`config.mk`:
```
export PLATFORM = sky130hd
export DESIGN_NAME = ialu_top
export DESIGN_NICKNAME = d
export VERILOG_FILES = /design/src/hdl/ialu_arch_pkg.sv /design/src/hdl/ialu_cmd_pkg.sv /design/src/hdl/ialu_main_adder.sv /design/src/hdl/ialu_shift_logic.sv /design/src/hdl/ialu_mul_ctrl.sv /design/src/hdl/ialu_mul_datapath.sv /design/src/hdl/ialu_top.sv
export SDC_FILE = /design/constraint.sdc
export NUM_CORES = 1
export LEC_CHECK = 0
export ABC_AREA = 1
export BUFFER_PORTS_ARGS = -buffer_cell sky130_fd_sc_hd__buf_4
export CORE_ASPECT_RATIO = 2
export CORE_UTILIZATION = 35
export DETAILED_ROUTE_END_ITERATION = 6
export SYNTH_ARGS = -nofsm -noshare
export SYNTH_HDL_FRONTEND = slang
export SYNTH_HIERARCHICAL = 1
export SYNTH_SLANG_ARGS = --single-unit
export TNS_END_PERCENT = 20
```
`constraint.sdc`:
```
create_clock -name clk -period 9.45 [get_ports clk]
set_clock_uncertainty 0.2 [all_clocks]
set_input_delay 1.89 -clock clk [delete_from_list [all_inputs] [get_ports clk]]
set_output_delay 1.89 -clock clk [all_outputs]
set_load 0.005 [all_outputs]
```
`src/hdl/ialu_arch_pkg.sv`:
```
/*
 * IALU architecture package
 * Data word width shared by the design and its testbench
 */

`default_nettype none

package ialu_arch_pkg;

    // ------------------------------------------------------------------------
    // Data path width
    // ------------------------------------------------------------------------

    // Default XLEN of every IALU module
    // Any even width of 8 or more is supported
    localparam int XLEN_DEFAULT = 32;

endpackage : ialu_arch_pkg

`default_nettype wire

```
`src/hdl/ialu_cmd_pkg.sv`:
```
/*
 * IALU command package
 * Command opcodes, multiplier FSM states and the multiply classifier
 */

`default_nettype none

package ialu_cmd_pkg;

    // ------------------------------------------------------------------------
    // ALU commands
    // ------------------------------------------------------------------------

    typedef enum logic [4:0] {
        IALU_CMD_NONE,          // No operation, result 0
        IALU_CMD_AND,
        IALU_CMD_OR,
        IALU_CMD_XOR,
        IALU_CMD_ADD,
        IALU_CMD_SUB,
        IALU_CMD_SUB_LT,        // Signed less than
        IALU_CMD_SUB_LTU,       // Unsigned less than
        IALU_CMD_SUB_EQ,
        IALU_CMD_SUB_NE,
        IALU_CMD_SUB_GE,        // Signed greater or equal
        IALU_CMD_SUB_GEU,       // Unsigned greater or equal
        IALU_CMD_SLL,
        IALU_CMD_SRL,
        IALU_CMD_SRA,
        IALU_CMD_MUL,           // Low half
        IALU_CMD_MULH,          // High half, signed x signed
        IALU_CMD_MULHSU,        // High half, signed x unsigned
        IALU_CMD_MULHU          // High half, unsigned x unsigned
    } ialu_cmd_e;

    // Iterative multiplier FSM
    typedef enum logic {
        MDU_IDLE,               // Waiting, first product bit
        MDU_ITER                // Remaining product bits
    } mdu_state_e;

    // True for the four multiply commands
    function automatic logic ialu_cmd_is_mul(input ialu_cmd_e cmd);
        return (cmd == IALU_CMD_MUL)    | (cmd == IALU_CMD_MULH)
             | (cmd == IALU_CMD_MULHSU) | (cmd == IALU_CMD_MULHU);
    endfunction

endpackage : ialu_cmd_pkg

`default_nettype wire

```
`src/hdl/ialu_main_adder.sv`:
```
/*
 * IALU main adder
 * Add or subtract with flags, selects the comparison outcome
 */

`timescale 1ns/100ps
`default_nettype none

module ialu_main_adder
    import ialu_arch_pkg::*, ialu_cmd_pkg::*;
#(
    parameter int XLEN = XLEN_DEFAULT
) (
    input  wire logic [XLEN-1:0] op1_i,     // 1st operand
    input  wire logic [XLEN-1:0] op2_i,     // 2nd operand
    input  wire ialu_cmd_e       cmd_i,     // ALU command
    output logic      [XLEN-1:0] sum_o,     // Sum or difference
    output logic                 cmp_o      // Comparison outcome
);

    logic [XLEN:0] sum_res;                 // MSB is carry / borrow
    logic          flag_c;                  // Carry
    logic          flag_z;                  // Zero
    logic          flag_s;                  // Sign
    logic          flag_o;                  // Overflow of op1 - op2
    logic          pos_ovf;
    logic          neg_ovf;

    // ------------------------------------------------------------------------
    // Adder and flags
    // ------------------------------------------------------------------------

    // Everything but ADD subtracts, comparisons included
    assign sum_res = (cmd_i != IALU_CMD_ADD) ? ({1'b0, op1_i} - {1'b0, op2_i})
                                             : ({1'b0, op1_i} + {1'b0, op2_i});

    // Positive minus negative gives negative, and the reverse
    assign pos_ovf = ~op1_i[XLEN-1] &  op2_i[XLEN-1] &  sum_res[XLEN-1];
    assign neg_ovf =  op1_i[XLEN-1] & ~op2_i[XLEN-1] & ~sum_res[XLEN-1];

    assign flag_c = sum_res[XLEN];          // Set when op1 < op2 unsigned
    assign flag_z = ~|sum_res[XLEN-1:0];
    assign flag_s = sum_res[XLEN-1];
    assign flag_o = pos_ovf | neg_ovf;

    assign sum_o  = sum_res[XLEN-1:0];

    // ------------------------------------------------------------------------
    // Comparison outcome
    // ------------------------------------------------------------------------

    always_comb begin
        case (cmd_i)
            IALU_CMD_SUB_LT  : cmp_o =   flag_s ^ flag_o;
            IALU_CMD_SUB_LTU : cmp_o =   flag_c;
            IALU_CMD_SUB_EQ  : cmp_o =   flag_z;
            IALU_CMD_SUB_NE  : cmp_o =  ~flag_z;
            IALU_CMD_SUB_GE  : cmp_o = ~(flag_s ^ flag_o);
            IALU_CMD_SUB_GEU : cmp_o =  ~flag_c;
            default          : cmp_o = 1'b0;     // Not a comparison
        endcase
    end

endmodule : ialu_main_adder

`default_nettype wire

```
`src/hdl/ialu_shift_logic.sv`:
```
/*
 * IALU shift and logic unit
 * Barrel shifts by op2 and bitwise AND / OR / XOR
 */

`timescale 1ns/100ps
`default_nettype none

module ialu_shift_logic
    import ialu_arch_pkg::*, ialu_cmd_pkg::*;
#(
    parameter int XLEN = XLEN_DEFAULT
) (
    input  wire logic [XLEN-1:0] op1_i,     // Value to shift, 1st logic operand
    input  wire logic [XLEN-1:0] op2_i,     // Shift amount, 2nd logic operand
    input  wire ialu_cmd_e       cmd_i,     // ALU command
    output logic      [XLEN-1:0] res_o      // Shift / logic result
);

    localparam int SHAMT_W = $clog2(XLEN);  // Shift amount width

    logic        [SHAMT_W-1:0] shamt;
    logic signed [XLEN-1:0]    shft_op1;    // Signed view for SRA

    // ------------------------------------------------------------------------
    // Operand preparation
    // ------------------------------------------------------------------------

    assign shamt    = op2_i[SHAMT_W-1:0];   // Upper bits of op2 ignored
    assign shft_op1 = op1_i;

    // ------------------------------------------------------------------------
    // Result selection
    // ------------------------------------------------------------------------

    always_comb begin
        case (cmd_i)
            IALU_CMD_AND : res_o = op1_i & op2_i;
            IALU_CMD_OR  : res_o = op1_i | op2_i;
            IALU_CMD_XOR : res_o = op1_i ^ op2_i;
            IALU_CMD_SLL : res_o = op1_i << shamt;
            IALU_CMD_SRL : res_o = op1_i >> shamt;
            // Sign bit fills from the left
            IALU_CMD_SRA : res_o = shft_op1 >>> shamt;
            default      : res_o = '0;
        endcase
    end

endmodule : ialu_shift_logic

`default_nettype wire

```
`src/hdl/ialu_mul_ctrl.sv`:
```
/*
 * IALU multiplier control
 * Radix-2 multiply FSM, one-hot iteration counter and result ready
 */

`timescale 1ns/100ps
`default_nettype none

module ialu_mul_ctrl
    import ialu_arch_pkg::*, ialu_cmd_pkg::*;
#(
    parameter int XLEN = XLEN_DEFAULT
) (
    input  wire logic            clk,
    input  wire logic            rst_n,
    input  wire logic            cmd_valid_i,   // Command valid level
    input  wire logic            mul_cmd_i,     // Command is a multiply
    input  wire logic [XLEN-1:0] op1_i,
    input  wire logic [XLEN-1:0] op2_i,
    output mdu_state_e           state_o,       // Current FSM state
    output logic                 iter_last_o,   // Final iteration cycle
    output logic                 acc_en_o,      // Datapath register update
    output logic                 res_rdy_o      // Result ready level
);

    // Counter starts one below the top, ITER runs XLEN-1 cycles
    localparam logic [XLEN-2:0] CNT_INIT = {1'b1, {(XLEN-2){1'b0}}};

    mdu_state_e      state_ff;
    mdu_state_e      state_next;
    logic            fsm_idle;
    logic            ops_nonzero;           // Both operands nonzero
    logic            iter_req;              // Start iterating
    logic [XLEN-2:0] iter_cnt_ff;           // One-hot, shifts right
    logic [XLEN-2:0] iter_cnt_next;

    assign fsm_idle    = (state_ff == MDU_IDLE);
    assign ops_nonzero = (|op1_i) & (|op2_i);
    assign iter_req    = mul_cmd_i & ops_nonzero & fsm_idle;
    assign iter_last_o = ~fsm_idle & iter_cnt_ff[0];

    // ------------------------------------------------------------------------
    // FSM
    // ------------------------------------------------------------------------

    always_ff @(posedge clk, negedge rst_n) begin
        if (~rst_n) begin
            state_ff <= MDU_IDLE;
        end else begin
            state_ff <= state_next;
        end
    end

    always_comb begin
        state_next = MDU_IDLE;              // Valid dropped, abort
        if (cmd_valid_i) begin
            case (state_ff)
                MDU_IDLE : state_next = iter_req    ? MDU_ITER : MDU_IDLE;
                MDU_ITER : state_next = iter_last_o ? MDU_IDLE : MDU_ITER;
            endcase
        end
    end

    assign state_o = state_ff;

    // ------------------------------------------------------------------------
    // Iteration counter and ready
    // ------------------------------------------------------------------------

    assign iter_cnt_next = fsm_idle ? CNT_INIT : (iter_cnt_ff >> 1);

    always_ff @(posedge clk) begin
        if (acc_en_o) begin
            iter_cnt_ff <= iter_cnt_next;
        end
    end

    // Zero operand answers in the issue cycle
    assign res_rdy_o = ~mul_cmd_i ? 1'b1
                     : fsm_idle   ? ~iter_req
                                  : iter_last_o;

    assign acc_en_o  = cmd_valid_i & ~res_rdy_o;

    // ------------------------------------------------------------------------
    // Assertions
    // ------------------------------------------------------------------------

    state_legal_a : assert property (
        @(posedge clk) disable iff (~rst_n)
        !$isunknown(state_ff)
    ) else $error("IALU MUL: unknown FSM state");

    iter_stay_a : assert property (
        @(posedge clk) disable iff (~rst_n)
        (~fsm_idle & ~iter_last_o & cmd_valid_i) |=> (state_ff == MDU_ITER)
    ) else $error("IALU MUL: left ITER before last iteration");

    iter_done_a : assert property (
        @(posedge clk) disable iff (~rst_n)
        iter_last_o |=> (state_ff == MDU_IDLE)
    ) else $error("IALU MUL: ITER held after last iteration");

endmodule : ialu_mul_ctrl

`default_nettype wire

```
`src/hdl/ialu_mul_datapath.sv`:
```
/*
 * IALU multiplier datapath
 * Radix-2 partial products, accumulator and high / low product registers
 */

`timescale 1ns/100ps
`default_nettype none

module ialu_mul_datapath
    import ialu_arch_pkg::*, ialu_cmd_pkg::*;
#(
    parameter int XLEN = XLEN_DEFAULT
) (
    input  wire logic            clk,
    input  wire logic [XLEN-1:0] op1_i,         // Multiplicand
    input  wire logic [XLEN-1:0] op2_i,         // Multiplier
    input  wire ialu_cmd_e       cmd_i,
    input  wire mdu_state_e      state_i,       // FSM state from control
    input  wire logic            iter_last_i,   // Sign weight cycle
    input  wire logic            acc_en_i,      // Register update
    output logic      [XLEN-1:0] mul_res_o      // Selected product half
);

    logic [1:0]             mul_sel;        // 00 MUL, 01 MULH, 10 MULHSU, 11 MULHU
    logic                   mul_hi;         // High half wanted
    logic                   op1_is_sgn;
    logic                   op2_is_sgn;
    logic                   fsm_idle;

    logic                   mul_bit;        // Current multiplier bit
    logic signed [XLEN:0]   mul_op1;        // Sign-extended multiplicand
    logic signed [1:0]      mul_op2;        // Bit with optional sign weight
    logic signed [XLEN:0]   part_prod;
    logic signed [XLEN:0]   acc_op;         // Sign-extended high register
    logic signed [XLEN:0]   acc_sum;

    logic [XLEN-1:0]        prod_hi_ff;
    logic [XLEN-1:0]        prod_lo_ff;     // Low product / remaining multiplier
    logic [XLEN-1:0]        prod_hi_next;
    logic [XLEN-1:0]        prod_lo_next;
    logic [XLEN-1:0]        lo_src;

    // ------------------------------------------------------------------------
    // Command decode
    // ------------------------------------------------------------------------

    assign mul_sel    = {(cmd_i == IALU_CMD_MULHU) | (cmd_i == IALU_CMD_MULHSU),
                         (cmd_i == IALU_CMD_MULHU) | (cmd_i == IALU_CMD_MULH)};
    assign mul_hi     = |mul_sel;
    assign op1_is_sgn = ~&mul_sel;          // Unsigned only for MULHU
    assign op2_is_sgn = ~mul_sel[1];        // MUL and MULH
    assign fsm_idle   = (state_i == MDU_IDLE);

    // ------------------------------------------------------------------------
    // Partial product and accumulator
    // ------------------------------------------------------------------------

    // Multiplier bits come from op2 at first, then from the low register
    assign lo_src  = fsm_idle ? op2_i : prod_lo_ff;
    assign mul_bit = lo_src[0];

    assign mul_op1 = $signed({op1_is_sgn & op1_i[XLEN-1], op1_i});
    // MSB of a signed multiplier counts negative
    assign mul_op2 = $signed({iter_last_i & op2_is_sgn & mul_bit, mul_bit});

    assign part_prod = mul_op1 * mul_op2;

    assign acc_op  = fsm_idle ? '0
                   : $signed({op1_is_sgn & prod_hi_ff[XLEN-1], prod_hi_ff});
    assign acc_sum = acc_op + part_prod;

    // Shift right by one bit per step
    assign prod_hi_next = acc_sum[XLEN:1];
    assign prod_lo_next = {acc_sum[0], lo_src[XLEN-1:1]};

    // ------------------------------------------------------------------------
    // Product registers
    // ------------------------------------------------------------------------

    always_ff @(posedge clk) begin
        if (acc_en_i) begin
            prod_hi_ff <= prod_hi_next;
            prod_lo_ff <= prod_lo_next;
        end
    end

    // Final half is valid in the last ITER cycle
    assign mul_res_o = fsm_idle ? '0
                     : mul_hi   ? prod_hi_next
                                : prod_lo_next;

    // ------------------------------------------------------------------------
    // Assertions
    // ------------------------------------------------------------------------

    // Operands and command must be known while the product builds up
    op_known_a : assert property (
        @(posedge clk)
        acc_en_i |-> !$isunknown({op1_i, op2_i, cmd_i})
    ) else $error("IALU MUL: unknown operands or command during multiply");

endmodule : ialu_mul_datapath

`default_nettype wire

```
`src/hdl/ialu_top.sv`:
```
/*
 * IALU top level
 * Main adder, shift/logic unit and radix-2 multiplier with result select
 */

`timescale 1ns/100ps
`default_nettype none

module ialu_top
    import ialu_arch_pkg::*, ialu_cmd_pkg::*;
#(
    parameter int XLEN = XLEN_DEFAULT
) (
    input  wire logic            clk,
    input  wire logic            rst_n,
    input  wire logic            cmd_valid_i,   // Multiply command valid
    input  wire ialu_cmd_e       cmd_i,
    input  wire logic [XLEN-1:0] op1_i,
    input  wire logic [XLEN-1:0] op2_i,
    output logic      [XLEN-1:0] res_o,         // ALU result
    output logic                 cmp_res_o,     // Comparison bit
    output logic                 res_rdy_o      // Result ready
);

    logic [XLEN-1:0] sum;               // Adder result
    logic            cmp;               // Adder comparison outcome
    logic [XLEN-1:0] shift_res;
    logic [XLEN-1:0] mul_res;
    logic            mul_cmd;
    mdu_state_e      mul_state;
    logic            iter_last;
    logic            acc_en;

    // ------------------------------------------------------------------------
    // Functional units
    // ------------------------------------------------------------------------

    ialu_main_adder #(.XLEN(XLEN)) i_main_adder (
        .op1_i (op1_i),
        .op2_i (op2_i),
        .cmd_i (cmd_i),
        .sum_o (sum),
        .cmp_o (cmp)
    );

    ialu_shift_logic #(.XLEN(XLEN)) i_shift_logic (
        .op1_i (op1_i),
        .op2_i (op2_i),
        .cmd_i (cmd_i),
        .res_o (shift_res)
    );

    assign mul_cmd = ialu_cmd_is_mul(cmd_i);   // One classification for control

    ialu_mul_ctrl #(.XLEN(XLEN)) i_mul_ctrl (
        .clk         (clk),
        .rst_n       (rst_n),
        .cmd_valid_i (cmd_valid_i),
        .mul_cmd_i   (mul_cmd),
        .op1_i       (op1_i),
        .op2_i       (op2_i),
        .state_o     (mul_state),
        .iter_last_o (iter_last),
        .acc_en_o    (acc_en),
        .res_rdy_o   (res_rdy_o)
    );

    ialu_mul_datapath #(.XLEN(XLEN)) i_mul_datapath (
        .clk         (clk),
        .op1_i       (op1_i),
        .op2_i       (op2_i),
        .cmd_i       (cmd_i),
        .state_i     (mul_state),
        .iter_last_i (iter_last),
        .acc_en_i    (acc_en),
        .mul_res_o   (mul_res)
    );

    // ------------------------------------------------------------------------
    // Result multiplexer
    // ------------------------------------------------------------------------

    always_comb begin
        case (cmd_i)
            IALU_CMD_ADD, IALU_CMD_SUB : res_o = sum;
            IALU_CMD_SUB_LT,  IALU_CMD_SUB_LTU,
            IALU_CMD_SUB_EQ,  IALU_CMD_SUB_NE,
            IALU_CMD_SUB_GE,  IALU_CMD_SUB_GEU : res_o = {{(XLEN-1){1'b0}}, cmp};
            IALU_CMD_AND, IALU_CMD_OR, IALU_CMD_XOR,
            IALU_CMD_SLL, IALU_CMD_SRL, IALU_CMD_SRA : res_o = shift_res;
            IALU_CMD_MUL,    IALU_CMD_MULH,
            IALU_CMD_MULHSU, IALU_CMD_MULHU : res_o = mul_res;
            default : res_o = '0;            // NONE
        endcase
    end

    assign cmp_res_o = cmp;                  // Already 0 outside comparisons

endmodule : ialu_top

`default_nettype wire

```
After elaboration in Yosys (flattened, before gate mapping)
Cells that the tools add are included.
{"block": "classes", "n_addsub": 3, "mul": 1, "n_div": 0, "n_lt_le_gt_ge": 0, "eq_ne": 19, "shifts": 3, "n_mux": 15, "bitwise": 32, "n_reduce_logical": 11}
{"cell": "32-bit case mux with 6 select lines", "count": 1}
{"cell": "32-bit case mux with 4 select lines", "count": 1}
{"cell": "32-bit two-way mux", "count": 3}
{"cell": "32-bit OR reduction", "count": 3}
{"cell": "33-bit two-way mux", "count": 2}
{"cell": "5-bit by 4-bit equality test with 1-bit output, second input constant", "count": 8}
{"cell": "32-bit by 32-bit adder with 33-bit output", "count": 1}
{"cell": "33-bit adder", "count": 1}
{"cell": "33-bit by 2-bit multiplier with 33-bit output", "count": 1}
{"cell": "32-bit by 32-bit subtractor with 33-bit output", "count": 1}
{"cell": "32-bit AND", "count": 1}
{"cell": "32-bit OR", "count": 1}
{"cell": "32-bit by 5-bit << shifter with 32-bit output", "count": 1}
{"cell": "32-bit by 5-bit right shift with 32-bit output", "count": 1}
{"cell": "32-bit by 5-bit >>> shifter with 32-bit output", "count": 1}
{"cell": "32-bit XOR", "count": 1}
{"cell": "31-bit two-way mux", "count": 1}
{"cell": "5-bit by 3-bit equality test with 1-bit output, second input constant", "count": 4}
{"cell": "5-bit equality test, second input constant", "count": 3}
{"cell": "1-bit AND", "count": 13}
{"cell": "6-bit OR reduction", "count": 2}
{"cell": "5-bit by 2-bit equality test with 1-bit output, second input constant", "count": 2}
{"cell": "1-bit NOT", "count": 9}
{"cell": "1-bit OR", "count": 6}
{"cell": "10 further kinds", "count": 16}
{"block": "totals", "ff_bits": 96, "latchBits": 0, "ram_bits": 0, "mem_bits_ro": 0, "input_bits": 72, "out_inout_bits": 34, "memories": 0}

Logic depth before layout (Yosys ltp)
Gate-level depths: netlist of run 1.
{"block": "logic_depth", "word_depth": 11, "mapped_depth": 34}

Cells and area by module
Netlist of run 1, hierarchy kept.
{"module": "ialu_mul_datapath", "n_inst": 1, "cells_per_inst": 1055, "area_each_um2": 6962.9}
{"module": "ialu_shift_logic", "n_inst": 1, "cells_per_inst": 1023, "area_each_um2": 5266.3}
{"module": "ialu_main_adder", "n_inst": 1, "cells_per_inst": 827, "area_each_um2": 3897.5}
{"module": "ialu_mul_ctrl", "n_inst": 1, "cells_per_inst": 175, "area_each_um2": 1536.5}
{"module": "ialu_top", "n_inst": 1, "cells_per_inst": 165, "area_each_um2": 922.1}

Least setup slack after synthesis of run 1
OpenSTA, ideal clock, no wires.
{"block": "synth_path", "kind": "input to output", "start": "input op2_i[1]", "end": "output res_o[0]", "t_arrival_ns": 4.968, "required_ns": 7.360, "slack_ns": 2.392, "path_stages": 30, "path_cell_list": "inv_1 -> ha_1 -> nand2_1 -> nor2_1 -> nand2_1 -> nor3_2 -> nand3_1 -> nand2_1 -> o21ai_1 -> a21oi_2 -> o21ai_1 -> xor2_1 -> ha_1 -> a21o_1 -> a21oi_1 -> nand2_1 -> a21oi_1 -> nand2_1 -> nand2_1 -> nand2_1 -> nor2_1 -> nand2_1 -> nor2_1 -> nand3_1 -> nand2_1 -> nand3_1 -> nand3_1 -> nor2_1 -> nor2_1 -> nand3_1"}
{"block": "synth_between", "elab_chain_cells": 9}
{"element": "start: declaration", "line_no": "ialu_top.sv:19", "rtl": "input wire logic [XLEN-1:0] op2_i,"}
{"element": "32-bit by 32-bit adder with 33-bit output or 32-bit by 32-bit subtractor with 33-bit output (tied branches)", "line_no": "ialu_main_adder.sv:35, ialu_main_adder.sv:34"}
{"element": "33-bit two-way mux *", "line_no": "ialu_main_adder.sv:34", "rtl": "assign sum_res = (cmd_i != IALU_CMD_ADD) ? ({1'b0, op1_i} - {1'b0, op2_i})"}
{"element": "via sum[31]", "line_no": "ialu_top.sv:25", "rtl": "logic [XLEN-1:0] sum;"}
{"element": "1-bit NOT", "line_no": "ialu_main_adder.sv:39", "rtl": "assign neg_ovf = op1_i[XLEN-1] & ~op2_i[XLEN-1] & ~sum_res[XLEN-1];"}
{"element": "1-bit AND", "line_no": "ialu_main_adder.sv:39"}
{"element": "1-bit OR", "line_no": "ialu_main_adder.sv:44", "rtl": "assign flag_o = pos_ovf | neg_ovf;"}
{"element": "1-bit XOR", "line_no": "ialu_main_adder.sv:54, ialu_main_adder.sv:58"}
{"element": "1-bit NOT", "line_no": "ialu_main_adder.sv:58", "rtl": "IALU_CMD_SUB_GE : cmp_o = ~(flag_s ^ flag_o);"}
{"element": "1-bit case mux with 6 select lines *", "line_no": "ialu_main_adder.sv:53", "rtl": "case (cmd_i)"}
{"element": "via cmp_res_o", "line_no": "ialu_top.sv:21", "rtl": "output logic cmp_res_o,"}
{"element": "32-bit case mux with 4 select lines *", "line_no": "ialu_top.sv:84", "rtl": "case (cmd_i)"}
{"element": "end: declaration", "line_no": "ialu_top.sv:20", "rtl": "output logic [XLEN-1:0] res_o,"}
The timed path passes the listed nets; every way through them passes the cells marked *.

Worst setup path in the final report of run 1
{"block": "layout_path", "start": "input op2_i[1]", "end": "output res_o[0]"}
{"block": "layout_between", "elab_chain_cells": 9}
{"element": "32-bit by 32-bit adder with 33-bit output or 32-bit by 32-bit subtractor with 33-bit output (tied branches)", "line_no": "ialu_main_adder.sv:35, ialu_main_adder.sv:34"}
{"element": "33-bit two-way mux *", "line_no": "ialu_main_adder.sv:34"}
{"element": "via sum[31]", "line_no": "ialu_top.sv:25"}
{"element": "1-bit NOT", "line_no": "ialu_main_adder.sv:39"}
{"element": "1-bit AND", "line_no": "ialu_main_adder.sv:39"}
{"element": "1-bit OR", "line_no": "ialu_main_adder.sv:44"}
{"element": "1-bit XOR", "line_no": "ialu_main_adder.sv:54, ialu_main_adder.sv:58"}
{"element": "1-bit NOT", "line_no": "ialu_main_adder.sv:58"}
{"element": "1-bit case mux with 6 select lines *", "line_no": "ialu_main_adder.sv:53"}
{"element": "32-bit case mux with 4 select lines *", "line_no": "ialu_top.sv:84"}
Marks and branches as above.

==> results of run 1 <==
metal layers:
layer	up-vias	global-route usage (%)
met1	9927	31.18
met5	-	0
li1	10274	-
met4	0	34.72
met3	316	3.081
met2	708	62.67
worst paths after layout:
kind                                                                from                                        to  slack, ns  cells after the start
worst max-delay path                                            op2_i[1]                                  res_o[0]       0.38                     32
worst min-delay path            i_mul_ctrl/iter_cnt_ff[15]$_SDFFCE_PN0P_  i_mul_ctrl/iter_cnt_ff[14]$_SDFFCE_PN0P_       0.31                      2
worst max register to register              i_mul_ctrl/state_o$_DFF_PN0_   i_mul_datapath/prod_hi_ff[18]$_DFFE_PP_       4.77                     13
worst min register to register  i_mul_ctrl/iter_cnt_ff[15]$_SDFFCE_PN0P_  i_mul_ctrl/iter_cnt_ff[14]$_SDFFCE_PN0P_       0.31                      2
max in group asynchronous                                          rst_n              i_mul_ctrl/state_o$_DFF_PN0_       7.88                      1
min in group asynchronous                                          rst_n              i_mul_ctrl/state_o$_DFF_PN0_       1.07                      1
cells by family (layout without fill, tap and decap cells):
| kind of cell | Yosys count | in the layout | synth area share, % |
|---|---|---|---|
| xor+xnor | 49 | 49 | 2.471 |
| compound gates | 215 | 215 | 7.109 |
| fa+ha+maj | 164 | 164 | 12.37 |
| buf+inv | 671 | 719 | 14.51 |
| flops | 96 | 96 | 15.48 |
| simple gates | 2050 | 2050 | 48.05 |
cell usage after synthesis, types with 9 or more instances:
cell type,count,area (µm²)
sky130_fd_sc_hd__nor2_1,229,859.6
sky130_fd_sc_hd__o211ai_1,24,180.2
sky130_fd_sc_hd__o21bai_1,17,127.6
sky130_fd_sc_hd__inv_1,551,2068
sky130_fd_sc_hd__a21oi_1,64,320.3
sky130_fd_sc_hd__edfxtp_1,95,2853
sky130_fd_sc_hd__inv_2,15,56.30
sky130_fd_sc_hd__nor2_2,18,112.6
sky130_fd_sc_hd__clkbuf_1,26,97.59
sky130_fd_sc_hd__nor3_1,20,100.1
sky130_fd_sc_hd__buf_2,49,245.2
sky130_fd_sc_hd__nand4_1,38,237.7
sky130_fd_sc_hd__o21ai_0,62,310.3
sky130_fd_sc_hd__fa_1,33,660.6
sky130_fd_sc_hd__buf_1,10,37.54
sky130_fd_sc_hd__nand3b_1,9,67.56
sky130_fd_sc_hd__or2_1,30,187.7
sky130_fd_sc_hd__nand3_1,430,2152
sky130_fd_sc_hd__ha_1,131,1639
sky130_fd_sc_hd__xor2_1,33,289.0
sky130_fd_sc_hd__nand2_2,45,281.5
sky130_fd_sc_hd__xnor2_1,12,105.1
sky130_fd_sc_hd__a221oi_1,14,122.6
sky130_fd_sc_hd__o21ai_1,12,60.06
sky130_fd_sc_hd__and2_1,9,56.30
sky130_fd_sc_hd__nand3_2,21,210.2
sky130_fd_sc_hd__nand2_1,1172,4399
flip-flops by register name, summed over array words and instances (netlist names):
name	cells
i_mul_ctrl/iter_cnt_ff	31
i_mul_datapath/prod_lo_ff	32
i_mul_datapath/prod_hi_ff	32
i_mul_ctrl/state_o	1
power groups by stage:
| stage | Sequential (mW) | Combinational (mW) | Clock (mW) |
|---|---|---|---|
| after global placement | 0.489 | 0.851 | 0 |
| after floorplan | 0.487 | 0.544 | 0 |
| after CTS | 0.479 | 0.853 | 0.389 |
| final | 0.479 | 0.868 | 0.379 |
| after detailed placement | 0.489 | 0.849 | 0 |
| after global routing | 0.480 | 0.949 | 0.394 |
layout make-up:
| class | instances | share of cell area [%] |
|---|---|---|
| Clock buffer | 9 | 1.116 |
| Tap cell | 665 | 4.123 |
| Sequential cell | 96 | 14.28 |
| Timing Repair Buffer | 134 | 5.047 |
| Inverter | 569 | 10.61 |
| Multi-Input combinational cell | 2478 | 64.53 |
| Clock inverter | 7 | 0.2976 |
cells in the final DEF (no fill, tap or decap), drive strengths merged, types with 4 or more instances in the layout:
cell	n
xor2	37
nor3	22
edfxtp	95
o21bai	18
nand3b	9
nor4	8
or2	34
o21ai	78
ha	131
clkbuf	9
o211ai	24
xnor2	12
a21oi	67
a221oi	14
fa	33
inv	572
clkinv	4
nor2	251
nand4	38
nand3	452
nand2	1223
buf	134
and2	9
critical path, delay by kind of cell:
family | cells | cell delay [ns]
AND/OR/NAND/NOR | 23 | 3.38
buffers and inverters | 4 | 0.57
adder cells (fa/ha/maj) | 2 | 0.57
AO/OA/AOI/OAI | 2 | 0.39
XOR/XNOR | 1 | 0.17
metrics by stage:
step / instance area, µm² / worst slack (ns) / utilization (%) / total power [mW] / hold slack (ns)
after floorplan: 18590 / 2.392 / - / 1.030 / 0.2814
after global placement: 19890 / 0.3001 / 37.84 / 1.340 / 0.2832
after detailed placement: 19890 / 0.2624 / 37.84 / 1.338 / 0.2943
after CTS: 20170 / 0.2471 / 38.38 / 1.721 / 0.3103
after global routing: 20180 / 0.04268 / 38.40 / 1.822 / 0.3306
final: 20180 / 0.3764 / 38.40 / 1.726 / 0.3088
repair_timing:
item,CTS,global route
gates resized for setup,0,2
endpoints found under the setup margin,0,1
hold endpoints to repair,0,0
==> impl_metrics.csv, run 1 <==
group,metric,value,unit
outcome,outcome,"finished clean",
routing,vias,21225,
final_layout,areaGrowthSynthToFinish,8.591,%
place,dpl.cell_count,3942,
critical_path,timing.critical_path.slowest_stage_cell,"sky130_fd_sc_hd__ha_1",
routing,met3_wirelength,3203,µm
routing,wirelength_met1,29490,µm
floorplan,core.rowCount,119,
routing,detail_route.iter0.violations,1349,
routing,highest_signal_layer,"met4",
floorplan,fp.dieH,327.9,µm
critical_path,arrival_time_at_the_worst_endpoint,6.98,ns
global_route,grt_pass1_wl,132000,µm
power_and_ir_drop,internal_power,910.1,µW
place,detailedPlacementHpwl,74980,µm
power_and_ir_drop,cellPowerDensity,85.50,mW/mm²
timing,maxSlewViolCount,0,
power_and_ir_drop,p_leak,11.59,nW
clock_network,numClockSinks,96,
global_route,antenna_violations_before_repair,0,
timing,achievable-frequency,0.1102,GHz
clock_network,clock_pin_slew_of_the_registers_on_the_worst_case_setup_and_hold_paths,0.08,ns
routing,route.detailed.wl_per_inst,22.91,µm
power_and_ir_drop,power.switching,815.6,µW
logic_synthesis,cell_area_after_technology_mapping,0.01859,mm²
global_route,grt_max_degree,70,
routing,detail_route.vias_per_cell,5.363,
logic_synthesis,postSynth.topFlopCell,"sky130_fd_sc_hd__edfxtp_1",
clock_network,max-clock-path-buffers,2,
clock_network,post-cts-setup-buffer-count,0,
clock_network,cts.root.buffer_cell,"sky130_fd_sc_hd__clkbuf_16",
routing,post-route-drc-count,0,
logic_synthesis,synthesis.yosys.warnings,6,
logic_synthesis,synth-edff-count,95,
power_and_ir_drop,vdd_drop_max,160.8,µV
logic_synthesis,synthCells,3245,
hold_path,worst_hold_path_type,"flip-flop to flip-flop",
final_layout,multi_input_area,0.01302,mm²
clock_network,inserted_clock_buffers,9,
critical_path,crit_path_max_fanout,14,
timing,final.min_clock_period,9.074,ns
critical_path,end_kind,"primary output",
logic_synthesis,ys_seq_elements,96,
final_layout,final_layout_size_suffix_gt1_share,8.624,%
critical_path,worstSetupStartpointType,"input pin",
clock_network,clkLatencyLatePin,0.38,ns
timing,max_slew_margin,30.89,%
global_route,globalRouteOverflowTotal,0,
critical_path,required,7.36,ns
logic_synthesis,synth-async-reset-ratio,1.042,%
logic_synthesis,synth.distinct_cells,56,
power_and_ir_drop,pwr-share-comb,50.3,%
clock_network,post_cts_hold_buffer_count,0,
place,numPortBuffers,105,
clock_network,cts_htree_levels,3,
place,place_congestion,1.054,
critical_path,critPathMostFrequentCell,"sky130_fd_sc_hd__nand2_1",
global_route,grt_util_all_layers,34.00,%
timing,final-hold-violation-count,0,
floorplan,die_x_extent,164.9,µm
power_and_ir_drop,share_seq_of_total_power,27.8,%
clock_network,cts_tree,"yes",
timing,aggregate_negative_setup_slack,0,ns
timing,max_slew.worst_pin.slew,1.032,ns
final_layout,regArea,0.002882,mm²
routing,dr_wl_met2,47290,µm
final_layout,layout.cells.non_filler,3958,
final_layout,layout.nets,3524,
floorplan,die-area,0.05408,mm²
routing,drt_first_pass_iters,5,
timing,final.period_utilization,96.02,%
final_layout,fill_cells,6137,
logic_synthesis,syn_area_per_cell,5.727,µm²
logic_synthesis,synth.net_count,3481,
power_and_ir_drop,clock_power_share,21.9,%
floorplan,count_of_pins_on_the_block_boundary,106,
timing,setup_viol,0,
critical_path,cpPeakStageDelay,0.41,ns
final_layout,count_of_antenna_diodes_in_the_layout,0,
routing,route.final.wire_length,90690,µm
power_and_ir_drop,power.switching_fraction,47.26,%
job,drv.max_cap_violation_count,0,
timing,grt_setup_unrepaired,"no",
logic_synthesis,synth.yosys.seq_area_share,15.48,%
critical_path,crit_type,"input pin to primary output",
floorplan,initial_core_util,35.36,%
global_route,first_global_vias,21560,
routing,ant_nets,0,
floorplan,core-area,0.05256,mm²
Note: power is estimated with default switching activity, not from simulation.
==> inputs of run 2 (changes only) <==
--- a/config.mk
+++ b/config.mk
@@ -5,9 +5,9 @@
 export SDC_FILE = /design/constraint.sdc
 export NUM_CORES = 1
 export LEC_CHECK = 0
-export ABC_AREA = 1
 export BUFFER_PORTS_ARGS = -buffer_cell sky130_fd_sc_hd__buf_4
 export CORE_ASPECT_RATIO = 2
+export CORE_MARGIN = 4
 export CORE_UTILIZATION = 35
 export DETAILED_ROUTE_END_ITERATION = 6
 export SYNTH_ARGS = -nofsm -noshare
==> run 2 against run 1 <==
  * Sequential share of layout area rose by 0.53 points
  * The flow now finishes with violations (setup timing)
  * Die area fell by 3.3%
  * Sequential cell count unchanged
  * Global-route usage decreased by 3.1 points
  * Cell count shrank 29%
  * Largest power group unchanged
==> impl_metrics.csv, run 2 <==
group,metric,value,unit
global_route,first_global_vias,17866,
final_layout,postLayoutCellArea,0.01946,mm²
logic_synthesis,synthCells,2032,
logic_synthesis,yosys.area_share.simple,21.43,%
critical_path,startpoint,"op2_i[3]",
critical_path,worstReg2RegEnd,"i_mul_datapath/prod_hi_ff[27]$_DFFE_PP_",
routing,detail_route.iter0.violations,1388,
logic_synthesis,post_synth_fa_ha_maj_area_fraction,13.54,%
critical_path,arrival_time_at_the_worst_endpoint,7.42,ns
global_route,antenna_violations_before_repair,2,
logic_synthesis,syn_area_per_cell,8.358,µm²
power_and_ir_drop,vdd_drop_max,107.8,µV
timing,max_slew.worst_pin.slew,1.204,ns
place,place_congestion,1.076,
critical_path,crit_type,"input pin to primary output",
logic_synthesis,synth_top_area_cell,"sky130_fd_sc_hd__edfxtp_1",
power_and_ir_drop,power.total,1.791,mW
outcome,outcome,"finished with violations",
clock_network,clock_pin_slew_of_the_registers_on_the_worst_case_setup_and_hold_paths,0.08,ns
timing,finalHoldWorstSlack,0.3312,ns
clock_network,cts.root.buffer_cell,"sky130_fd_sc_hd__clkbuf_16",
place,postPlaceCellArea,0.01902,mm²
critical_path,reg2reg_from,"i_mul_ctrl/state_o$_DFF_PN0_",
logic_synthesis,synth.mux.area_fraction,13.90,%
logic_synthesis,yosys.area_share.xor_xnor,3.816,%
logic_synthesis,synth_top_area_share,16.80,%
logic_synthesis,synth.distinct_cells,116,
global_route,grt_pass1_wl,119200,µm
job,drv.max_cap_violation_count,0,
hold_path,worst_hold_path_type,"flip-flop to flip-flop",
logic_synthesis,ys_seq_elements,96,
global_route,grt_max_degree,101,
critical_path,worstSetupStartpointType,"input pin",
routing,ant_nets,0,
floorplan,die_x_extent,163.8,µm
critical_path,end_kind,"primary output",
logic_synthesis,library_cell_with_the_highest_instance_count_after_synthesis,"sky130_fd_sc_hd__nand2_1",
floorplan,die-area,0.05232,mm²
timing,achievable-frequency,0.1052,GHz
floorplan,core-area,0.04779,mm²
floorplan,count_of_pins_on_the_block_boundary,106,
critical_path,crit_path_end,"res_o[0]",
outcome,failed_checks,"setup timing",
floorplan,fp.dieH,319.5,µm
floorplan,core.rowCount,113,
routing,post-route-drc-count,0,
routing,vias,17510,
logic_synthesis,largest_family_of_logic_cells_by_synthesized_area,"compound AO/OA/AOI/OAI gates",
routing,route.final.wire_length,82600,µm
final_layout,areaGrowthSynthToFinish,14.61,%
clock_network,max-clock-path-buffers,2,
timing,maxSlewViolCount,0,
clock_network,numClockSinks,96,
power_and_ir_drop,cellPowerDensity,92.04,mW/mm²
logic_synthesis,synthesis.yosys.warnings,6,
timing,final.period_utilization,100.6,%
timing,setup_viol,1,
clock_network,clkLatencyLatePin,0.38,ns
timing,final-hold-violation-count,0,
final_layout,final_cell_mix,"sky130_fd_sc_hd__buf_4, sky130_fd_sc_hd__nand2_1, sky130_fd_sc_hd__inv_1, sky130_fd_sc_hd__ha_1, sky130_fd_sc_hd__nor2_1",
timing,max_slew_margin,19.46,%
final_layout,final_layout_size_suffix_gt1_share,22.07,%
place,detailedPlacementHpwl,64010,µm
critical_path,required,7.36,ns
logic_synthesis,synth-edff-count,95,
critical_path,reg2regPathDepth,13,
logic_synthesis,cell_area_after_technology_mapping,0.01698,mm²
routing,drt_first_pass_iters,6,
timing,final.min_clock_period,9.510,ns
logic_synthesis,synth_common_cells,"sky130_fd_sc_hd__nand2_1, sky130_fd_sc_hd__inv_1, sky130_fd_sc_hd__ha_1",
logic_synthesis,synth_compound_area_share,22.10,%
global_route,grt_util_all_layers,30.93,%
clock_network,post_cts_hold_buffer_count,0,
final_layout,final_common_cell,"sky130_fd_sc_hd__buf_4",
timing,final_critical_path_setup_slack,-0.06004,ns
critical_path,r2r_setup_slack,4.46,ns
clock_network,cts_tree,"yes",
timing,grt_setup_unrepaired,"yes",
clock_network,inserted_clock_buffers,9,
place,place_ws,-0.2188,ns
logic_synthesis,synth.net_count,2268,
routing,route.detailed.wl_per_inst,29.46,µm
final_layout,layout.nets,2401,
logic_synthesis,synth.yosys.seq_area_share,16.95,%
clock_network,cts_htree_levels,3,
power_and_ir_drop,p_leak,8.290,nW
logic_synthesis,synth.top_cells.by_area,"sky130_fd_sc_hd__edfxtp_1, sky130_fd_sc_hd__ha_1, sky130_fd_sc_hd__mux4_2",
logic_synthesis,postSynth.topFlopCell,"sky130_fd_sc_hd__edfxtp_1",
final_layout,top_regs,"i_mul_datapath/prod_hi_ff (32), i_mul_datapath/prod_lo_ff (32), i_mul_ctrl/iter_cnt_ff (31)",
floorplan,initial_core_util,35.54,%
logic_synthesis,synth-async-reset-ratio,1.042,%
routing,detail_route.vias_per_cell,6.245,
critical_path,crit_path_max_fanout,5,
global_route,globalRouteOverflowTotal,0,
place,numPortBuffers,105,
-- run 2: logic make-up (layout without fill, tap and decap cells) --
| family | Yosys count | in the layout |
|---|---|---|
| xor gates and xnor gates | 74 | 74 |
| buffers and inverters | 299 | 437 |
| AOI/OAI and AO/OA | 537 | 537 |
| other | 0 | 2 |
| muxes | 151 | 151 |
| and+or+nand+nor | 711 | 711 |
| DFF | 96 | 96 |
| adders and majority gates | 164 | 164 |
-- run 2: how the worst min path moves through the flow --
stage                                            start                                      end  depth (start not counted)
2_1_floorplan  i_mul_ctrl/iter_cnt_ff[1]$_SDFFCE_PN0P_  i_mul_ctrl/iter_cnt_ff[0]$_SDFFCE_PN0P_                          1
3_3_place_gp   i_mul_ctrl/iter_cnt_ff[2]$_SDFFCE_PN0P_  i_mul_ctrl/iter_cnt_ff[1]$_SDFFCE_PN0P_                          1
3_5_place_dp   i_mul_ctrl/iter_cnt_ff[4]$_SDFFCE_PN0P_  i_mul_ctrl/iter_cnt_ff[3]$_SDFFCE_PN0P_                          1
4_1_cts        i_mul_ctrl/iter_cnt_ff[4]$_SDFFCE_PN0P_  i_mul_ctrl/iter_cnt_ff[3]$_SDFFCE_PN0P_                          1
5_1_grt        i_mul_ctrl/iter_cnt_ff[4]$_SDFFCE_PN0P_  i_mul_ctrl/iter_cnt_ff[3]$_SDFFCE_PN0P_                          1
6_report       i_mul_ctrl/iter_cnt_ff[4]$_SDFFCE_PN0P_  i_mul_ctrl/iter_cnt_ff[3]$_SDFFCE_PN0P_                          1
-- run 2: power by group --
part | switching, mW | leakage (nW) | internal [mW]
Combinational | 0.551 | 7.25 | 0.343
Clock | 0.197 | 0.159 | 0.215
Sequential | 0.00425 | 0.886 | 0.481
-- run 2: stage by stage --
stage / setup TNS (ns) / util [%] / std cells
global route: -0.2548 / 40.72 / 2802
detailed placement: -0.2188 / 39.80 / 2786
CTS: 0 / 40.57 / 2802
floorplan: 0 / - / 2032
global placement: -0.2042 / 39.80 / 2786
finish: -0.06004 / 40.73 / 2804
-- run 2: critical path, cell delays in order --
cell	delay [ns]
sky130_fd_sc_hd__buf_4	0.11
sky130_fd_sc_hd__or3_1	0.39
sky130_fd_sc_hd__or4_4	0.45
sky130_fd_sc_hd__nor2_4	0.15
sky130_fd_sc_hd__nand2_1	0.10
sky130_fd_sc_hd__or3_4	0.41
sky130_fd_sc_hd__nor3_2	0.16
sky130_fd_sc_hd__buf_4	0.16
sky130_fd_sc_hd__nand2_1	0.08
sky130_fd_sc_hd__buf_4	0.16
sky130_fd_sc_hd__nand2_1	0.09
sky130_fd_sc_hd__xor2_2	0.09
sky130_fd_sc_hd__ha_4	0.17
sky130_fd_sc_hd__a21oi_1	0.13
sky130_fd_sc_hd__buf_4	0.14
sky130_fd_sc_hd__o21ai_0	0.10
sky130_fd_sc_hd__o21bai_1	0.21
sky130_fd_sc_hd__or3_4	0.40
sky130_fd_sc_hd__a222oi_1	0.39
sky130_fd_sc_hd__nand4_1	0.21
sky130_fd_sc_hd__nand4b_1	0.27
sky130_fd_sc_hd__mux2i_1	0.21
sky130_fd_sc_hd__nand2_2	0.12
sky130_fd_sc_hd__mux2i_1	0.15
sky130_fd_sc_hd__o22a_1	0.15
sky130_fd_sc_hd__nor2_1	0.06
sky130_fd_sc_hd__a221o_1	0.31
sky130_fd_sc_hd__buf_4	0.15
-- run 2: metal layers --
| layer | wire length (µm) | global-route usage, % | share of wire (%) |
|---|---|---|---|
| met3 | 4414 | 3.737 | 5.3 |
| met1 | 27420 | 31.58 | 33 |
| met2 | 42190 | 55.11 | 51 |
| met4 | 8581 | 25.90 | 10 |
| met5 | 0 | 0 | 0 |
-- run 2: area by class of cell --
type	count	area [µm²]
Tap cell	632	790.8
Fill cell	5019	28320
Clock inverter	7	97.59
Clock buffer	9	225.2
Inverter	159	596.8
Sequential cell	96	2882
Multi-Input combinational cell	1637	12890
Timing Repair Buffer	262	1979
Antenna cell	2	5.005
-- run 2: timing repair --
item	in CTS	in global routing
setup buffers	0	0
resized for setup	12	16
endpoints found under the setup margin	1	1
pin swaps	6	3
==> inputs of run 3 (changes only) <==
--- a/config.mk
+++ b/config.mk
@@ -6,12 +6,13 @@
 export NUM_CORES = 1
 export LEC_CHECK = 0
 export BUFFER_PORTS_ARGS = -buffer_cell sky130_fd_sc_hd__buf_4
+export CAP_MARGIN = 20
 export CORE_ASPECT_RATIO = 2
 export CORE_MARGIN = 4
 export CORE_UTILIZATION = 35
 export DETAILED_ROUTE_END_ITERATION = 6
+export SETUP_SLACK_MARGIN = 0.3
 export SYNTH_ARGS = -nofsm -noshare
 export SYNTH_HDL_FRONTEND = slang
-export SYNTH_HIERARCHICAL = 1
 export SYNTH_SLANG_ARGS = --single-unit
 export TNS_END_PERCENT = 20
==> run 3 against run 2 <==
  * Sequential cell count stayed put
  * Cell count is 11% lower
  * Via count is 10% lower
  * Fmax is 6.6% higher
  * Largest cell class unchanged
  * Critical path type unchanged
  * Critical endpoint is now res_o[30]
  * Final area is 14% lower
  * The flow now finishes without violations
  * Clock power is 4% higher
==> impl_metrics.csv, run 3 <==
group,metric,value,unit
routing,vias,15684,
power_and_ir_drop,p_leak,7.342,nW
logic_synthesis,synth_top_area_share,19.20,%
logic_synthesis,synth-edff-count,95,
clock_network,cts_htree_levels,3,
final_layout,final_layout_size_suffix_gt1_share,12.17,%
power_and_ir_drop,clock_power_share,25.9,%
critical_path,reg2reg_from,"i_mul_ctrl.state_o$_DFF_PN0_",
power_and_ir_drop,vdd_drop_max,89.57,µV
timing,max_slew.worst_pin.slew,1.077,ns
routing,drt_first_pass_iters,7,
place,place_congestion,1.031,
timing,final.min_clock_period,8.920,ns
critical_path,worstReg2RegEnd,"i_mul_datapath.prod_hi_ff[28]$_DFFE_PP_",
place,dpl.cell_count,2488,
final_layout,final_cell_mix,"sky130_fd_sc_hd__nand2_1, sky130_fd_sc_hd__o21ai_0, sky130_fd_sc_hd__buf_4, sky130_fd_sc_hd__inv_1, sky130_fd_sc_hd__ha_1",
logic_synthesis,synth_top_area_cell,"sky130_fd_sc_hd__edfxtp_1",
global_route,grt_max_degree,96,
logic_synthesis,synthesis.yosys.warnings,0,
routing,wirelength_met1,27160,µm
floorplan,core-area,0.04191,mm²
final_layout,areaGrowthSynthToFinish,13.03,%
clock_network,max-clock-path-buffers,2,
critical_path,required,7.36,ns
floorplan,core.rowCount,106,
place,detailedPlacementHpwl,58710,µm
timing,maxSlewViolCount,0,
place,numPortBuffers,105,
logic_synthesis,library_cell_with_the_highest_instance_count_after_synthesis,"sky130_fd_sc_hd__nand2_1",
clock_network,clock_pin_slew_of_the_registers_on_the_worst_case_setup_and_hold_paths,0.07,ns
critical_path,r2r_setup_slack,3.96,ns
final_layout,top_regs,"i_mul_datapath.prod_hi_ff (32), i_mul_datapath.prod_lo_ff (32), i_mul_ctrl.iter_cnt_ff (31)",
power_and_ir_drop,power.switching_fraction,41.27,%
logic_synthesis,cell_area_after_technology_mapping,0.01486,mm²
logic_synthesis,synth_common_cells,"sky130_fd_sc_hd__nand2_1, sky130_fd_sc_hd__o21ai_0, sky130_fd_sc_hd__inv_1",
clock_network,inserted_clock_buffers,9,
critical_path,end_kind,"primary output",
critical_path,reg2regPathDepth,15,
logic_synthesis,ys_seq_elements,96,
final_layout,layout.nets,2197,
routing,ant_nets,0,
hold_path,worst_hold_path_type,"flip-flop to flip-flop",
clock_network,cts_tree,"yes",
global_route,grt_pass1_wl,105000,µm
floorplan,count_of_pins_on_the_block_boundary,106,
timing,setup_viol,0,
final_layout,layout.cells.non_filler,2504,
clock_network,numClockSinks,96,
logic_synthesis,synth.net_count,2126,
global_route,globalRouteOverflowTotal,0,
hold_path,worst_hold_path.endpoint,"i_mul_ctrl.iter_cnt_ff[28]$_SDFFCE_PN0P_",
floorplan,die_x_extent,153.7,µm
timing,final.period_utilization,94.40,%
floorplan,initial_core_util,35.46,%
timing,grt_setup_unrepaired,"no",
critical_path,crit_path_max_fanout,10,
routing,dr_wl_met2,35730,µm
power_and_ir_drop,pwr-share-comb,45.4,%
logic_synthesis,postSynth.topFlopCell,"sky130_fd_sc_hd__edfxtp_1",
hold_path,min-delay-start,"i_mul_ctrl.iter_cnt_ff[29]$_SDFFCE_PN0P_",
global_route,grt_util_all_layers,30.74,%
logic_synthesis,synth.yosys.seq_area_share,19.36,%
power_and_ir_drop,internal_power,972.9,µW
routing,met3_wirelength,4362,µm
routing,route.final.wire_length,73860,µm
hold_path,hold-path-cell-count,1,
clock_network,clkLatencyLatePin,0.39,ns
routing,highest_signal_layer,"met5",
clock_network,post_cts_hold_buffer_count,0,
critical_path,crit_type,"input pin to primary output",
floorplan,die-area,0.04602,mm²
routing,post-route-drc-count,0,
critical_path,arrival_time_at_the_worst_endpoint,6.83,ns
critical_path,worstSetupStartpointType,"input pin",
logic_synthesis,synthCells,1889,
global_route,first_global_vias,15740,
logic_synthesis,syn_area_per_cell,7.868,µm²
logic_synthesis,synth.top_cells.by_area,"sky130_fd_sc_hd__edfxtp_1, sky130_fd_sc_hd__ha_1, sky130_fd_sc_hd__mux2i_1",
power_and_ir_drop,power.total,1.657,mW
floorplan,fp.dieH,299.4,µm
global_route,antenna_violations_before_repair,3,
final_layout,final_common_cell,"sky130_fd_sc_hd__nand2_1",
power_and_ir_drop,share_seq_of_total_power,28.6,%
timing,aggregate_negative_setup_slack,0,ns
power_and_ir_drop,cellPowerDensity,98.62,mW/mm²
logic_synthesis,synth.distinct_cells,76,
job,drv.max_cap_violation_count,0,
final_layout,count_of_antenna_diodes_in_the_layout,0,
routing,route.detailed.wl_per_inst,29.49,µm
logic_synthesis,synth-async-reset-ratio,1.042,%
routing,detail_route.vias_per_cell,6.264,
timing,achievable-frequency,0.1121,GHz
clock_network,cts.root.buffer_cell,"sky130_fd_sc_hd__clkbuf_16",
routing,detail_route.iter0.violations,1663,
critical_path,startpoint,"cmd_i[0]",
outcome,outcome,"finished clean",
power_and_ir_drop,power.switching,683.7,µW
timing,max_slew_margin,27.45,%
timing,final-hold-violation-count,0,
[run 3: per-stage QoR]
stage	area (µm²)	setup slack, ns	hold WS [ns]	util [%]
CTS	16750	0.3406	0.3316	39.97
global route	16800	0.3275	0.3364	40.08
finish	16800	0.5296	0.3277	40.08
global placement	16430	0.4298	0.3062	39.20
floorplan	14870	0.7184	0.3026	-
detailed placement	16430	0.3680	0.3108	39.20
[run 3: timing repair]
| item | in CTS | in global routing |
|---|---|---|
| setup endpoints to repair | 0 | 2 |
| gates resized for setup | 0 | 9 |
| buffers inserted | 0 | 1 |
[run 3: cells by family (layout without fill, tap and decap cells)]
family / Yosys count / after routing / synth area share, %
and+or+nand+nor: 600 / 600 / 18.91
buffers and inverters: 244 / 319 / 6.221
AOI/OAI and AO/OA: 553 / 553 / 23.81
DFF: 96 / 96 / 19.36
xor gates and xnor gates: 83 / 83 / 4.891
adders and majority gates: 165 / 165 / 15.56
muxes: 148 / 148 / 11.25
[run 3: area by class of cell]
| class | instances | area, µm² |
|---|---|---|
| clock buffers | 9 | 225.2 |
| clock inverters | 6 | 97.59 |
| fillers | 4449 | 25110 |
| inverters | 136 | 510.5 |
| multi-input cells | 1549 | 11130 |
| flip-flops and latches | 96 | 2882 |
| well taps | 540 | 675.6 |
| repair buffers | 168 | 1274 |
[run 3: per-layer routing]
metal	vias up	global-route usage, %
met2	781	52.78
li1	7025	-
met3	240	3.077
met1	7634	35.03
met4	4	22.67
met5	-	0
[run 3: power by group through the flow]
stage | Sequential, mW | Clock, mW | Combinational (mW)
3_5_place_dp | 0.484 | 0 | 0.729
3_3_place_gp | 0.484 | 0 | 0.727
4_1_cts | 0.475 | 0.437 | 0.733
2_1_floorplan | 0.483 | 0 | 0.433
6_report | 0.475 | 0.430 | 0.752
5_1_grt | 0.475 | 0.449 | 0.799
[run 3: how the worst max path moves through the flow]
stage          cells after the start   endpoint  slack, ns
2_1_floorplan                     23  cmp_res_o       0.72
3_5_place_dp                      22  cmp_res_o       0.37
4_1_cts                           22  cmp_res_o       0.34
3_3_place_gp                      22   res_o[0]       0.43
5_1_grt                           22  cmp_res_o       0.33
6_report                          18  res_o[30]       0.53
[run 3: critical path: stages]
cell                       delay, ns
sky130_fd_sc_hd__buf_4          0.17
sky130_fd_sc_hd__xor2_1         0.20
sky130_fd_sc_hd__a21oi_4        0.43
sky130_fd_sc_hd__nand2_1        0.14
sky130_fd_sc_hd__fa_1           0.50
sky130_fd_sc_hd__inv_1          0.04
sky130_fd_sc_hd__ha_1           0.31
sky130_fd_sc_hd__o21a_1         0.22
sky130_fd_sc_hd__o21a_1         0.21
sky130_fd_sc_hd__a21o_1         0.16
sky130_fd_sc_hd__a41o_1         0.23
sky130_fd_sc_hd__a211o_1        0.39
sky130_fd_sc_hd__a311oi_2       0.53
sky130_fd_sc_hd__o21ai_2        0.22
sky130_fd_sc_hd__a22oi_1        0.27
sky130_fd_sc_hd__mux2i_1        0.43
sky130_fd_sc_hd__o221ai_1       0.24
sky130_fd_sc_hd__buf_4          0.20
